**src/hw/dsp_pkg.sv**
```systemverilog
`default_nettype none

package dsp_pkg;

	localparam int NPROC = 2;

	localparam int CMD_WIDTH = 128;
	localparam int CMD_ADDR_WIDTH = 8;
	localparam int TCNT_WIDTH = 27;
	localparam int AMP_WIDTH = 16;
	localparam int FREQ_WIDTH = 9;
	localparam int PHASE_WIDTH = 17;
	localparam int ENV_LEN_WIDTH = 12;
	localparam int CFG_WIDTH = 4;
	localparam int OPC_WIDTH = 4;
	localparam int ELEM_SEL_WIDTH = 2;
	localparam int SHOT_WIDTH = 32;

	typedef logic [CMD_WIDTH-1:0] cmd_t;
	typedef logic [CMD_ADDR_WIDTH-1:0] cmd_addr_t;
	typedef logic [TCNT_WIDTH-1:0] tcnt_t;
	typedef logic [AMP_WIDTH-1:0] amp_t;
	typedef logic [FREQ_WIDTH-1:0] freq_t;
	typedef logic [PHASE_WIDTH-1:0] phase_t;
	typedef logic [ENV_LEN_WIDTH-1:0] env_len_t;
	typedef logic [CFG_WIDTH-1:0] cfg_t;
	typedef logic [OPC_WIDTH-1:0] opc_t;
	typedef logic [ELEM_SEL_WIDTH-1:0] elem_sel_t;
	typedef logic [SHOT_WIDTH-1:0] shot_t;

	localparam elem_sel_t ELEM_QDRV = 2'd0;
	localparam elem_sel_t ELEM_RDRV = 2'd1;
	localparam elem_sel_t ELEM_RDLO = 2'd2;

	localparam opc_t OPC_PULSE = 4'd0;
	localparam opc_t OPC_DONE = 4'd1;

	// command word layout.
	localparam int OPC_MSB = 127;
	localparam int OPC_LSB = 124;
	localparam int TSTART_MSB = 122;
	localparam int TSTART_LSB = 96;
	localparam int AMP_MSB = 95;
	localparam int AMP_LSB = 80;
	localparam int FREQ_MSB = 72;
	localparam int FREQ_LSB = 64;
	localparam int PHASE_MSB = 56;
	localparam int PHASE_LSB = 40;
	localparam int ENV_LEN_MSB = 35;
	localparam int ENV_LEN_LSB = 24;
	localparam int CFG_MSB = 3;
	localparam int CFG_LSB = 0;

	localparam int CMD_MEM_LATENCY = 2;
	localparam int CMD_MEM_LAT_WIDTH = $clog2(CMD_MEM_LATENCY + 1);

	typedef enum logic [2:0] {
		ST_FETCH,
		ST_WAIT_MEM,
		ST_WAIT_TIME,
		ST_ISSUE,
		ST_DONE
	} seq_state_t;

endpackage

`default_nettype wire

```
**src/hw/cmd_sequencer.sv**
```systemverilog
`timescale 1ns/1ps
`default_nettype none

module cmd_sequencer (
	input  wire                      dspif,
	input  wire                      arst_n,
	input  wire                      core_reset,
	input  wire dsp_pkg::cmd_t       cmd_data,
	output dsp_pkg::cmd_addr_t       cmd_addr,
	output logic                     pulse_stb,
	output dsp_pkg::amp_t            amp,
	output dsp_pkg::freq_t           freq,
	output dsp_pkg::phase_t          phase,
	output dsp_pkg::env_len_t        env_len,
	output dsp_pkg::cfg_t            cfg,
	output logic                     done
);

	dsp_pkg::seq_state_t state;
	dsp_pkg::tcnt_t tcnt;
	dsp_pkg::tcnt_t t_start;
	dsp_pkg::cmd_t cmd_q;
	dsp_pkg::opc_t opcode;
	logic [dsp_pkg::CMD_MEM_LAT_WIDTH-1:0] lat_cnt;
	logic mem_valid;

	assign mem_valid = (state == dsp_pkg::ST_WAIT_MEM) && (lat_cnt == dsp_pkg::CMD_MEM_LATENCY);
	assign opcode = cmd_data[dsp_pkg::OPC_MSB:dsp_pkg::OPC_LSB]; // decoded straight off the bus.
	assign t_start = cmd_q[dsp_pkg::TSTART_MSB:dsp_pkg::TSTART_LSB];

	// local time is zero on the first cycle out of core reset.
	always_ff @(posedge dspif or negedge arst_n) begin
		if (!arst_n) begin
			tcnt <= '0;
		end else if (core_reset) begin
			tcnt <= '0;
		end else begin
			tcnt <= tcnt + 1'b1;
		end
	end

	always_ff @(posedge dspif) begin
		if (mem_valid) begin
			cmd_q <= cmd_data;
		end
	end

	always_ff @(posedge dspif or negedge arst_n) begin
		if (!arst_n) begin
			state <= dsp_pkg::ST_FETCH;
			cmd_addr <= '0;
			lat_cnt <= '0;
			done <= 1'b0;
		end else if (core_reset) begin
			state <= dsp_pkg::ST_FETCH;
			cmd_addr <= '0;
			lat_cnt <= '0;
			done <= 1'b0;
		end else begin
			case (state)
				dsp_pkg::ST_FETCH: begin
					lat_cnt <= 1'b1; // address is on the bus this cycle.
					state <= dsp_pkg::ST_WAIT_MEM;
				end
				dsp_pkg::ST_WAIT_MEM: begin
					if (mem_valid) begin
						if (opcode == dsp_pkg::OPC_DONE) begin
							done <= 1'b1;
							state <= dsp_pkg::ST_DONE;
						end else if (opcode == dsp_pkg::OPC_PULSE) begin
							state <= dsp_pkg::ST_WAIT_TIME;
						end else begin
							cmd_addr <= cmd_addr + 1'b1; // skips an unknown opcode.
							state <= dsp_pkg::ST_FETCH;
						end
					end else begin
						lat_cnt <= lat_cnt + 1'b1;
					end
				end
				dsp_pkg::ST_WAIT_TIME: begin
					if (tcnt >= t_start) begin
						state <= dsp_pkg::ST_ISSUE;
					end
				end
				dsp_pkg::ST_ISSUE: begin
					cmd_addr <= cmd_addr + 1'b1;
					state <= dsp_pkg::ST_FETCH;
				end
				dsp_pkg::ST_DONE: begin
					state <= dsp_pkg::ST_DONE; // parked until core reset.
				end
				default: begin
					state <= dsp_pkg::ST_FETCH;
				end
			endcase
		end
	end

	assign pulse_stb = (state == dsp_pkg::ST_ISSUE);
	assign amp = cmd_q[dsp_pkg::AMP_MSB:dsp_pkg::AMP_LSB];
	assign freq = cmd_q[dsp_pkg::FREQ_MSB:dsp_pkg::FREQ_LSB];
	assign phase = cmd_q[dsp_pkg::PHASE_MSB:dsp_pkg::PHASE_LSB];
	assign env_len = cmd_q[dsp_pkg::ENV_LEN_MSB:dsp_pkg::ENV_LEN_LSB];
	assign cfg = cmd_q[dsp_pkg::CFG_MSB:dsp_pkg::CFG_LSB];

endmodule

`default_nettype wire

```
**src/hw/elem_dispatch.sv**
```systemverilog
`timescale 1ns/1ps
`default_nettype none

module elem_dispatch (
	input  wire                      dspif,
	input  wire                      arst_n,
	input  wire                      pulse_stb,
	input  wire dsp_pkg::amp_t       amp,
	input  wire dsp_pkg::freq_t      freq,
	input  wire dsp_pkg::phase_t     phase,
	input  wire dsp_pkg::env_len_t   env_len,
	input  wire dsp_pkg::cfg_t       cfg,
	output logic                     qdrv_stb,
	output logic                     rdrv_stb,
	output logic                     rdlo_stb,
	output dsp_pkg::amp_t            elem_amp,
	output dsp_pkg::freq_t           elem_freq,
	output dsp_pkg::phase_t          elem_phase,
	output dsp_pkg::env_len_t        elem_len
);

	dsp_pkg::elem_sel_t sel;
	logic [2:0] hit;

	// mode bits in cfg[3:2] are not used here.
	assign sel = cfg[dsp_pkg::ELEM_SEL_WIDTH-1:0];

	always_comb begin
		case (sel)
			dsp_pkg::ELEM_QDRV: hit = 3'b001;
			dsp_pkg::ELEM_RDRV: hit = 3'b010;
			dsp_pkg::ELEM_RDLO: hit = 3'b100;
			default:            hit = 3'b000; // select 3 drops the pulse.
		endcase
	end

	always_ff @(posedge dspif or negedge arst_n) begin
		if (!arst_n) begin
			qdrv_stb <= 1'b0;
			rdrv_stb <= 1'b0;
			rdlo_stb <= 1'b0;
		end else begin
			qdrv_stb <= pulse_stb & hit[0];
			rdrv_stb <= pulse_stb & hit[1];
			rdlo_stb <= pulse_stb & hit[2];
		end
	end

	// one field set shared by all three elements.
	always_ff @(posedge dspif) begin
		if (pulse_stb) begin
			elem_amp <= amp;
			elem_freq <= freq;
			elem_phase <= phase;
			elem_len <= env_len;
		end
	end

endmodule

`default_nettype wire

```
**src/hw/pulse_element.sv**
```systemverilog
`timescale 1ns/1ps
`default_nettype none

module pulse_element (
	input  wire                      dspif,
	input  wire                      arst_n,
	input  wire                      core_reset,
	input  wire                      stb,
	input  wire dsp_pkg::amp_t       amp_in,
	input  wire dsp_pkg::freq_t      freq_in,
	input  wire dsp_pkg::phase_t     phase_in,
	input  wire dsp_pkg::env_len_t   len_in,
	output logic                     active,
	output dsp_pkg::amp_t            amp,
	output dsp_pkg::freq_t           freq,
	output dsp_pkg::phase_t          phase
);

	dsp_pkg::env_len_t remain;

	always_ff @(posedge dspif or negedge arst_n) begin
		if (!arst_n) begin
			active <= 1'b0;
			remain <= '0;
		end else if (core_reset) begin
			active <= 1'b0;
			remain <= '0;
		end else if (stb) begin
			remain <= len_in; // restarts a running pulse too.
			active <= (len_in != '0);
		end else if (active) begin
			remain <= remain - 1'b1;
			active <= (remain > 1);
		end
	end

	always_ff @(posedge dspif) begin
		if (stb) begin
			amp <= amp_in;
			freq <= freq_in;
			phase <= phase_in;
		end
	end

endmodule

`default_nettype wire

```
**src/hw/proc_core.sv**
```systemverilog
`timescale 1ns/1ps
`default_nettype none

module proc_core (
	input  wire                      dspif,
	input  wire                      arst_n,
	input  wire                      core_reset,
	input  wire dsp_pkg::cmd_t       cmd_data,
	output dsp_pkg::cmd_addr_t       cmd_addr,
	output logic                     stb_end,
	output logic                     qdrv_active,
	output dsp_pkg::amp_t            qdrv_amp,
	output dsp_pkg::freq_t           qdrv_freq,
	output dsp_pkg::phase_t          qdrv_phase,
	output logic                     rdrv_active,
	output dsp_pkg::amp_t            rdrv_amp,
	output dsp_pkg::freq_t           rdrv_freq,
	output dsp_pkg::phase_t          rdrv_phase,
	output logic                     rdlo_active,
	output dsp_pkg::amp_t            rdlo_amp,
	output dsp_pkg::freq_t           rdlo_freq,
	output dsp_pkg::phase_t          rdlo_phase
);

	logic pulse_stb;
	logic done;
	logic no_busy;
	dsp_pkg::amp_t amp;
	dsp_pkg::freq_t freq;
	dsp_pkg::phase_t phase;
	dsp_pkg::env_len_t env_len;
	dsp_pkg::cfg_t cfg;
	logic qdrv_stb;
	logic rdrv_stb;
	logic rdlo_stb;
	dsp_pkg::amp_t elem_amp;
	dsp_pkg::freq_t elem_freq;
	dsp_pkg::phase_t elem_phase;
	dsp_pkg::env_len_t elem_len;

	cmd_sequencer i_seq (
		.dspif(dspif), .arst_n(arst_n), .core_reset(core_reset),
		.cmd_data(cmd_data), .cmd_addr(cmd_addr), .pulse_stb(pulse_stb),
		.amp(amp), .freq(freq), .phase(phase), .env_len(env_len), .cfg(cfg),
		.done(done)
	);

	elem_dispatch i_disp (
		.dspif(dspif), .arst_n(arst_n), .pulse_stb(pulse_stb),
		.amp(amp), .freq(freq), .phase(phase), .env_len(env_len), .cfg(cfg),
		.qdrv_stb(qdrv_stb), .rdrv_stb(rdrv_stb), .rdlo_stb(rdlo_stb),
		.elem_amp(elem_amp), .elem_freq(elem_freq), .elem_phase(elem_phase),
		.elem_len(elem_len)
	);

	pulse_element i_qdrv (
		.dspif(dspif), .arst_n(arst_n), .core_reset(core_reset), .stb(qdrv_stb),
		.amp_in(elem_amp), .freq_in(elem_freq), .phase_in(elem_phase), .len_in(elem_len),
		.active(qdrv_active), .amp(qdrv_amp), .freq(qdrv_freq), .phase(qdrv_phase)
	);

	pulse_element i_rdrv (
		.dspif(dspif), .arst_n(arst_n), .core_reset(core_reset), .stb(rdrv_stb),
		.amp_in(elem_amp), .freq_in(elem_freq), .phase_in(elem_phase), .len_in(elem_len),
		.active(rdrv_active), .amp(rdrv_amp), .freq(rdrv_freq), .phase(rdrv_phase)
	);

	pulse_element i_rdlo (
		.dspif(dspif), .arst_n(arst_n), .core_reset(core_reset), .stb(rdlo_stb),
		.amp_in(elem_amp), .freq_in(elem_freq), .phase_in(elem_phase), .len_in(elem_len),
		.active(rdlo_active), .amp(rdlo_amp), .freq(rdlo_freq), .phase(rdlo_phase)
	);

	always_ff @(posedge dspif or negedge arst_n) begin
		if (!arst_n) begin
			no_busy <= 1'b0;
		end else begin
			no_busy <= ~|{qdrv_active, rdrv_active, rdlo_active}; // element busy is its active.
		end
	end

	assign stb_end = done & no_busy;

endmodule

`default_nettype wire

```
**src/hw/shot_ctrl.sv**
```systemverilog
`timescale 1ns/1ps
`default_nettype none

module shot_ctrl (
	input  wire                          dspif,
	input  wire                          arst_n,
	input  wire                          stb_start,
	input  wire dsp_pkg::shot_t          nshot,
	input  wire [dsp_pkg::NPROC-1:0]     stb_end,
	output logic                         core_reset,
	output dsp_pkg::shot_t               shotcnt,
	output logic                         lastshotdone,
	output logic                         shot_busy
);

	logic stb_start_q;
	logic stb_start_d;
	dsp_pkg::shot_t nshot_q;
	logic all_end;
	logic all_end_d;
	logic all_end_rise;
	logic last_shot;
	logic more_shot;
	logic more_shot_d;
	logic more_shot_d2;

	assign all_end = &stb_end;
	assign all_end_rise = all_end & ~all_end_d;
	assign last_shot = (shotcnt == nshot_q - 1'b1);

	always_ff @(posedge dspif or negedge arst_n) begin
		if (!arst_n) begin
			stb_start_q <= 1'b0;
			stb_start_d <= 1'b0;
			nshot_q <= '0;
			all_end_d <= 1'b0;
			shot_busy <= 1'b0;
			shotcnt <= '0;
			more_shot <= 1'b0;
			more_shot_d <= 1'b0;
			more_shot_d2 <= 1'b0;
			lastshotdone <= 1'b0;
			core_reset <= 1'b1;
		end else begin
			stb_start_q <= stb_start;
			stb_start_d <= stb_start_q;
			all_end_d <= all_end;
			if (stb_start_q) begin
				nshot_q <= nshot;
			end
			if (stb_start_q) begin
				shot_busy <= 1'b1;
			end else if (all_end_rise & last_shot) begin
				shot_busy <= 1'b0;
			end
			if (stb_start_q) begin
				shotcnt <= '0;
			end else if (shot_busy & all_end_rise & ~last_shot) begin
				shotcnt <= shotcnt + 1'b1;
			end
			more_shot <= shot_busy & all_end_rise & ~last_shot;
			more_shot_d <= more_shot;
			more_shot_d2 <= more_shot_d;
			lastshotdone <= shot_busy & all_end_rise & last_shot;
			// cores also sit in reset while idle.
			core_reset <= ~shot_busy | stb_start_q | stb_start_d | more_shot_d | more_shot_d2;
		end
	end

endmodule

`default_nettype wire

```
**src/hw/dsp.sv**
```systemverilog
`timescale 1ns/1ps
`default_nettype none

module dsp (
	input  wire                                          dspif,
	input  wire                                          arst_n,
	input  wire                                          stb_start,
	input  wire dsp_pkg::shot_t                          nshot,
	input  wire dsp_pkg::cmd_t [dsp_pkg::NPROC-1:0]      cmd_data,
	output dsp_pkg::cmd_addr_t [dsp_pkg::NPROC-1:0]      cmd_addr,
	output logic [dsp_pkg::NPROC-1:0]                    qdrv_active,
	output logic [dsp_pkg::NPROC-1:0]                    rdrv_active,
	output logic [dsp_pkg::NPROC-1:0]                    rdlo_active,
	output dsp_pkg::amp_t [dsp_pkg::NPROC-1:0]           qdrv_amp,
	output dsp_pkg::amp_t [dsp_pkg::NPROC-1:0]           rdrv_amp,
	output dsp_pkg::amp_t [dsp_pkg::NPROC-1:0]           rdlo_amp,
	output dsp_pkg::freq_t [dsp_pkg::NPROC-1:0]          qdrv_freq,
	output dsp_pkg::freq_t [dsp_pkg::NPROC-1:0]          rdrv_freq,
	output dsp_pkg::freq_t [dsp_pkg::NPROC-1:0]          rdlo_freq,
	output dsp_pkg::phase_t [dsp_pkg::NPROC-1:0]         qdrv_phase,
	output dsp_pkg::phase_t [dsp_pkg::NPROC-1:0]         rdrv_phase,
	output dsp_pkg::phase_t [dsp_pkg::NPROC-1:0]         rdlo_phase,
	output dsp_pkg::shot_t                               shotcnt,
	output logic                                         lastshotdone,
	output logic                                         shot_busy
);

	logic core_reset;
	logic [dsp_pkg::NPROC-1:0] stb_end;

	shot_ctrl i_shot (
		.dspif(dspif), .arst_n(arst_n), .stb_start(stb_start), .nshot(nshot),
		.stb_end(stb_end), .core_reset(core_reset), .shotcnt(shotcnt),
		.lastshotdone(lastshotdone), .shot_busy(shot_busy)
	);

	for (genvar i = 0; i < dsp_pkg::NPROC; i++) begin : g_core
		proc_core i_core (
			.dspif(dspif), .arst_n(arst_n), .core_reset(core_reset),
			.cmd_data(cmd_data[i]), .cmd_addr(cmd_addr[i]), .stb_end(stb_end[i]),
			.qdrv_active(qdrv_active[i]), .qdrv_amp(qdrv_amp[i]),
			.qdrv_freq(qdrv_freq[i]), .qdrv_phase(qdrv_phase[i]),
			.rdrv_active(rdrv_active[i]), .rdrv_amp(rdrv_amp[i]),
			.rdrv_freq(rdrv_freq[i]), .rdrv_phase(rdrv_phase[i]),
			.rdlo_active(rdlo_active[i]), .rdlo_amp(rdlo_amp[i]),
			.rdlo_freq(rdlo_freq[i]), .rdlo_phase(rdlo_phase[i])
		);
	end

endmodule

`default_nettype wire

```
**config.mk**
```make
export PLATFORM = sky130hd
export DESIGN_NAME = dsp
export DESIGN_NICKNAME = d
export VERILOG_FILES = /design/src/hw/dsp_pkg.sv /design/src/hw/cmd_sequencer.sv /design/src/hw/elem_dispatch.sv /design/src/hw/pulse_element.sv /design/src/hw/proc_core.sv /design/src/hw/shot_ctrl.sv /design/src/hw/dsp.sv
export SDC_FILE = /design/constraint.sdc
export NUM_CORES = 1
export LEC_CHECK = 0
export ABC_AREA = 1
export BUFFER_PORTS_ARGS = -buffer_cell sky130_fd_sc_hd__buf_4
export CAP_MARGIN = 20
export CORE_UTILIZATION = 45
export CTS_BUF_LIST = sky130_fd_sc_hd__clkbuf_16
export CTS_CLUSTER_SIZE = 30
export DETAILED_ROUTE_END_ITERATION = 10
export PLACE_DENSITY_LB_ADDON = 0.25
export SETUP_SLACK_MARGIN = 0.02
export SLEW_MARGIN = 20
export SYNTH_ARGS = -nofsm -noshare
export SYNTH_HDL_FRONTEND = slang
export SYNTH_SLANG_ARGS = --single-unit
```
**constraint.sdc**
```tcl
create_clock -name dspif -period 13.9 [get_ports dspif]
set_clock_uncertainty 0.15 [all_clocks]
set_input_delay 4.17 -clock dspif [delete_from_list [all_inputs] [get_ports dspif]]
set_output_delay 4.17 -clock dspif [all_outputs]
set_load 0.05 [all_outputs]
```
==> results.json <==
{
  "yosys.cell_types.count": 55,
  "hpwlAfterDp_mm": 53.1,
  "crit_slowest_cell": "dfrtp_1",
  "grt_first_pass_wirelength_mm": 118,
  "ctsHoldBuffers": 0,
  "ys_async_sr_fraction_pct": 31.4,
  "stdcell_area_um2": 39500,
  "r2r-start": "i_shot.nshot_q[0]",
  "placed_area_um2": 36700,
  "syn_area_um2": 31800,
  "ir_worst_vdd_mv": 0.0958,
  "dieWidth_um": 268,
  "grt_use_total_pct": 20.9,
  "ys_seq_elements": 767,
  "nFillCells": 5801,
  "fin_nets": 3657,
  "cts_setup_buffers": 0,
  "gp_congestion": 0.888,
  "die_y_um": 268,
  "setup_violations": 0,
  "synth_nets": 3106,
  "worstSetupPathType": "register to primary output",
  "synthToLayoutAreaGrowth_pct": 24.3,
  "yosys_warnings": 0,
  "drt_iter0_markers": 1413,
  "htree_levels": 3,
  "grt_start_max_net_pins": 103,
  "avgSynthCellArea_um2": 11.6,
  "endpoint_kind": "primary output",
  "total_power_uw": 4960,
  "max_stage_delay_ps": 580,
  "numCtsBuffers": 81,
  "overflow": 0,
  "cp_top_family": "flip-flops",
  "yosysMostFrequentCell": "edfxtp_1",
  "clock-sinks": 767,
  "synth_top_flop_cell": "edfxtp_1",
  "finalMaxSlewViolations": 0,
  "crit_required_ps": 9580,
  "critical_path_depth": 1,
  "drc_errors": 0,
  "cp_num_buf_inv": 1,
  "hp-start": "i_shot.more_shot",
  "grt_pass1_vias": 21400,
  "hold_end": "i_shot.more_shot_d",
  "tightest_slew_ps": 1000,
  "period_share_pct": 41.8,
  "path_cells": "buf_4",
  "relSlewSlack_pct": 33.2,
  "holdPathStages": 0,
  "vias": 22200,
  "post_drt_wl_per_cell_um": 17.7,
  "path_clk_slew_ps": 60,
  "fp.dieArea_um2": 71600,
  "synth_top_area_share_pct": 49.7,
  "crit_path_max_fanout": 7,
  "design.core.area_um2": 69900,
  "cp.arrival_ps": 1490,
  "routed_wl_mm": 76.0,
  "reg2reg_to": "i_shot.shotcnt[26]",
  "max_freq_mhz": 172,
  "synthTopCellsByArea": "edfxtp_1, dfrtp_1, nand2_1, inv_1, nor2_1",
  "portBuffers": 516,
  "synth.largest_area_cell": "edfxtp_1",
  "timing.reg2reg.worst_path_depth": 14,
  "r2r_slack_ps": 10590,
  "synth_edf_count": 526,
  "antenna_cells": 0,
  "antenna_left": 0,
  "clk_latency_ps": 640,
  "hold_viol": 0,
  "dp_worst_setup_slack_ps": 7710,
  "seq_area_frac_synth_pct": 68.7,
  "drt-pass1-iter-count": 7,
  "root_buffer": "clkbuf_16",
  "post-route-min-period_ps": 5810,
  "rsz0062_at_grt": "false",
  "leakage_uw": 0.0163,
  "hp-class": "register to register",
  "synth_cells": 2741,
  "initial_core_util_pct": 45.4,
  "status": "completed",
  "ys_top_cells_by_count": "edfxtp_1, nand2_1, inv_1, nor2_1, dfrtp_1",
  "row_count": 97,
  "drive_gt1_share_pct": 21.1,
  "power.density_nw_per_um2": 126,
  "setup_slack_ps": 8090,
  "cts_tree": "yes",
  "fin_hold_ws_ps": 220,
  "ctsResizeCount": 0,
  "antenna_found_initial": 0,
  "io_pins": 599,
  "cap_violations": 0,
  "clock_path_buffers": 3,
  "cp-start-kind": "register",
  "viasPerCell": 5.17,
  "tns_ps": 0
}
## metrics by stage
stage / utilization (%) / instances
after floorplan: - / 2741
after global placement: 52.5 / 4149
after detailed placement: 52.5 / 4149
after CTS: 56.5 / 4295
after global routing: 56.5 / 4295
final: 56.5 / 4295
## where the power goes
group          switching (uW)  total (uW)  internal (uW)
combinational             162         271            109
clock                     907        2200           1290
sequential               29.8        2490           2460
total                    1100        4960           3860
## layer usage
| layer | track usage (%) | vias to the layer above | routed length (um) |
|---|---|---|---|
| li1 | - | 10600 | - |
| met1 | 27.6 | 10800 | 32400 |
| met2 | 34.7 | 684 | 37200 |
| met3 | 4.05 | 129 | 4550 |
| met4 | 6.49 | 0 | 1800 |
| met5 | 0 | - | 0 |
## flip-flops by register name, indices dropped and copies added, names as in the netlist, 34 cells and up
| register | count |
|---|---|
| g_core.i_core.i_rdrv.phase | 34 |
| g_core.i_core.i_rdlo.phase | 34 |
| g_core.i_core.i_seq.cmd_q | 166 |
| g_core.i_core.i_seq.tcnt | 54 |
| g_core.i_core.i_disp.elem_phase | 34 |
| g_core.i_core.i_qdrv.phase | 34 |
## how the worst max path moves through the flow
stage | slack [ps] | endpoint | startpoint
after floorplan | 8440 | g_core[0].i_core.i_seq.cmd_addr[6] | cmd_data[125]
after global placement | 7790 | g_core[0].i_core.i_seq.cmd_addr[6] | cmd_data[125]
after detailed placement | 7710 | g_core[1].i_core.i_disp.qdrv_stb | arst_n
after CTS | 8060 | shotcnt[21] | i_shot.shotcnt[21]
after global routing | 8030 | shotcnt[21] | i_shot.shotcnt[21]
final | 8090 | shotcnt[21] | i_shot.shotcnt[21]
## kinds of logic (layout without fill, tap and decap cells)
logic type | count (synthesis) | in the layout | synth area share, %
AND/OR/NAND/NOR | 1070 | 1070 | 14.9
flip-flops | 767 | 767 | 68.7
buffers and inverters | 381 | 995 | 4.70
AO/OA/AOI/OAI | 374 | 374 | 6.68
adder cells (fa/ha/maj) | 74 | 74 | 2.92
XOR/XNOR | 74 | 74 | 2.06
multiplexers | 1 | 1 | 0.0315
## placed cells by master, fill, tap and decap left out, types with 10 or more instances in the layout
cell type | netlist | routed
buf_4 | 6 | 531
o221ai_1 | 12 | 12
ha_1 | 74 | 74
o22ai_1 | 29 | 29
nand3_1 | 116 | 116
o211ai_1 | 23 | 23
nand2_1 | 465 | 465
nor4_1 | 26 | 26
inv_1 | 307 | 318
nor3_1 | 83 | 83
xor2_1 | 45 | 45
nand3_2 | 10 | 10
dfrtp_1 | 240 | 234
clkinv_1 | 1 | 13
nor2_1 | 264 | 259
clkbuf_16 | 0 | 82
o21ai_0 | 171 | 171
nand4_1 | 67 | 67
xnor2_1 | 28 | 28
a21oi_1 | 93 | 93
clkinv_2 | 0 | 13
bufinv_16 | 0 | 11
edfxtp_1 | 526 | 526
## cell type report
type	count	area, um^2	share of cell area (%)
clock inverters	64	731	1.85
clock buffers	82	2050	5.20
inverters	316	1190	3.01
repair buffers	533	4010	10.2
multi-input cells	1593	8470	21.5
well taps	940	1180	2.98
flip-flops and latches	767	21800	55.3
(Power assumes the default switching activity.)
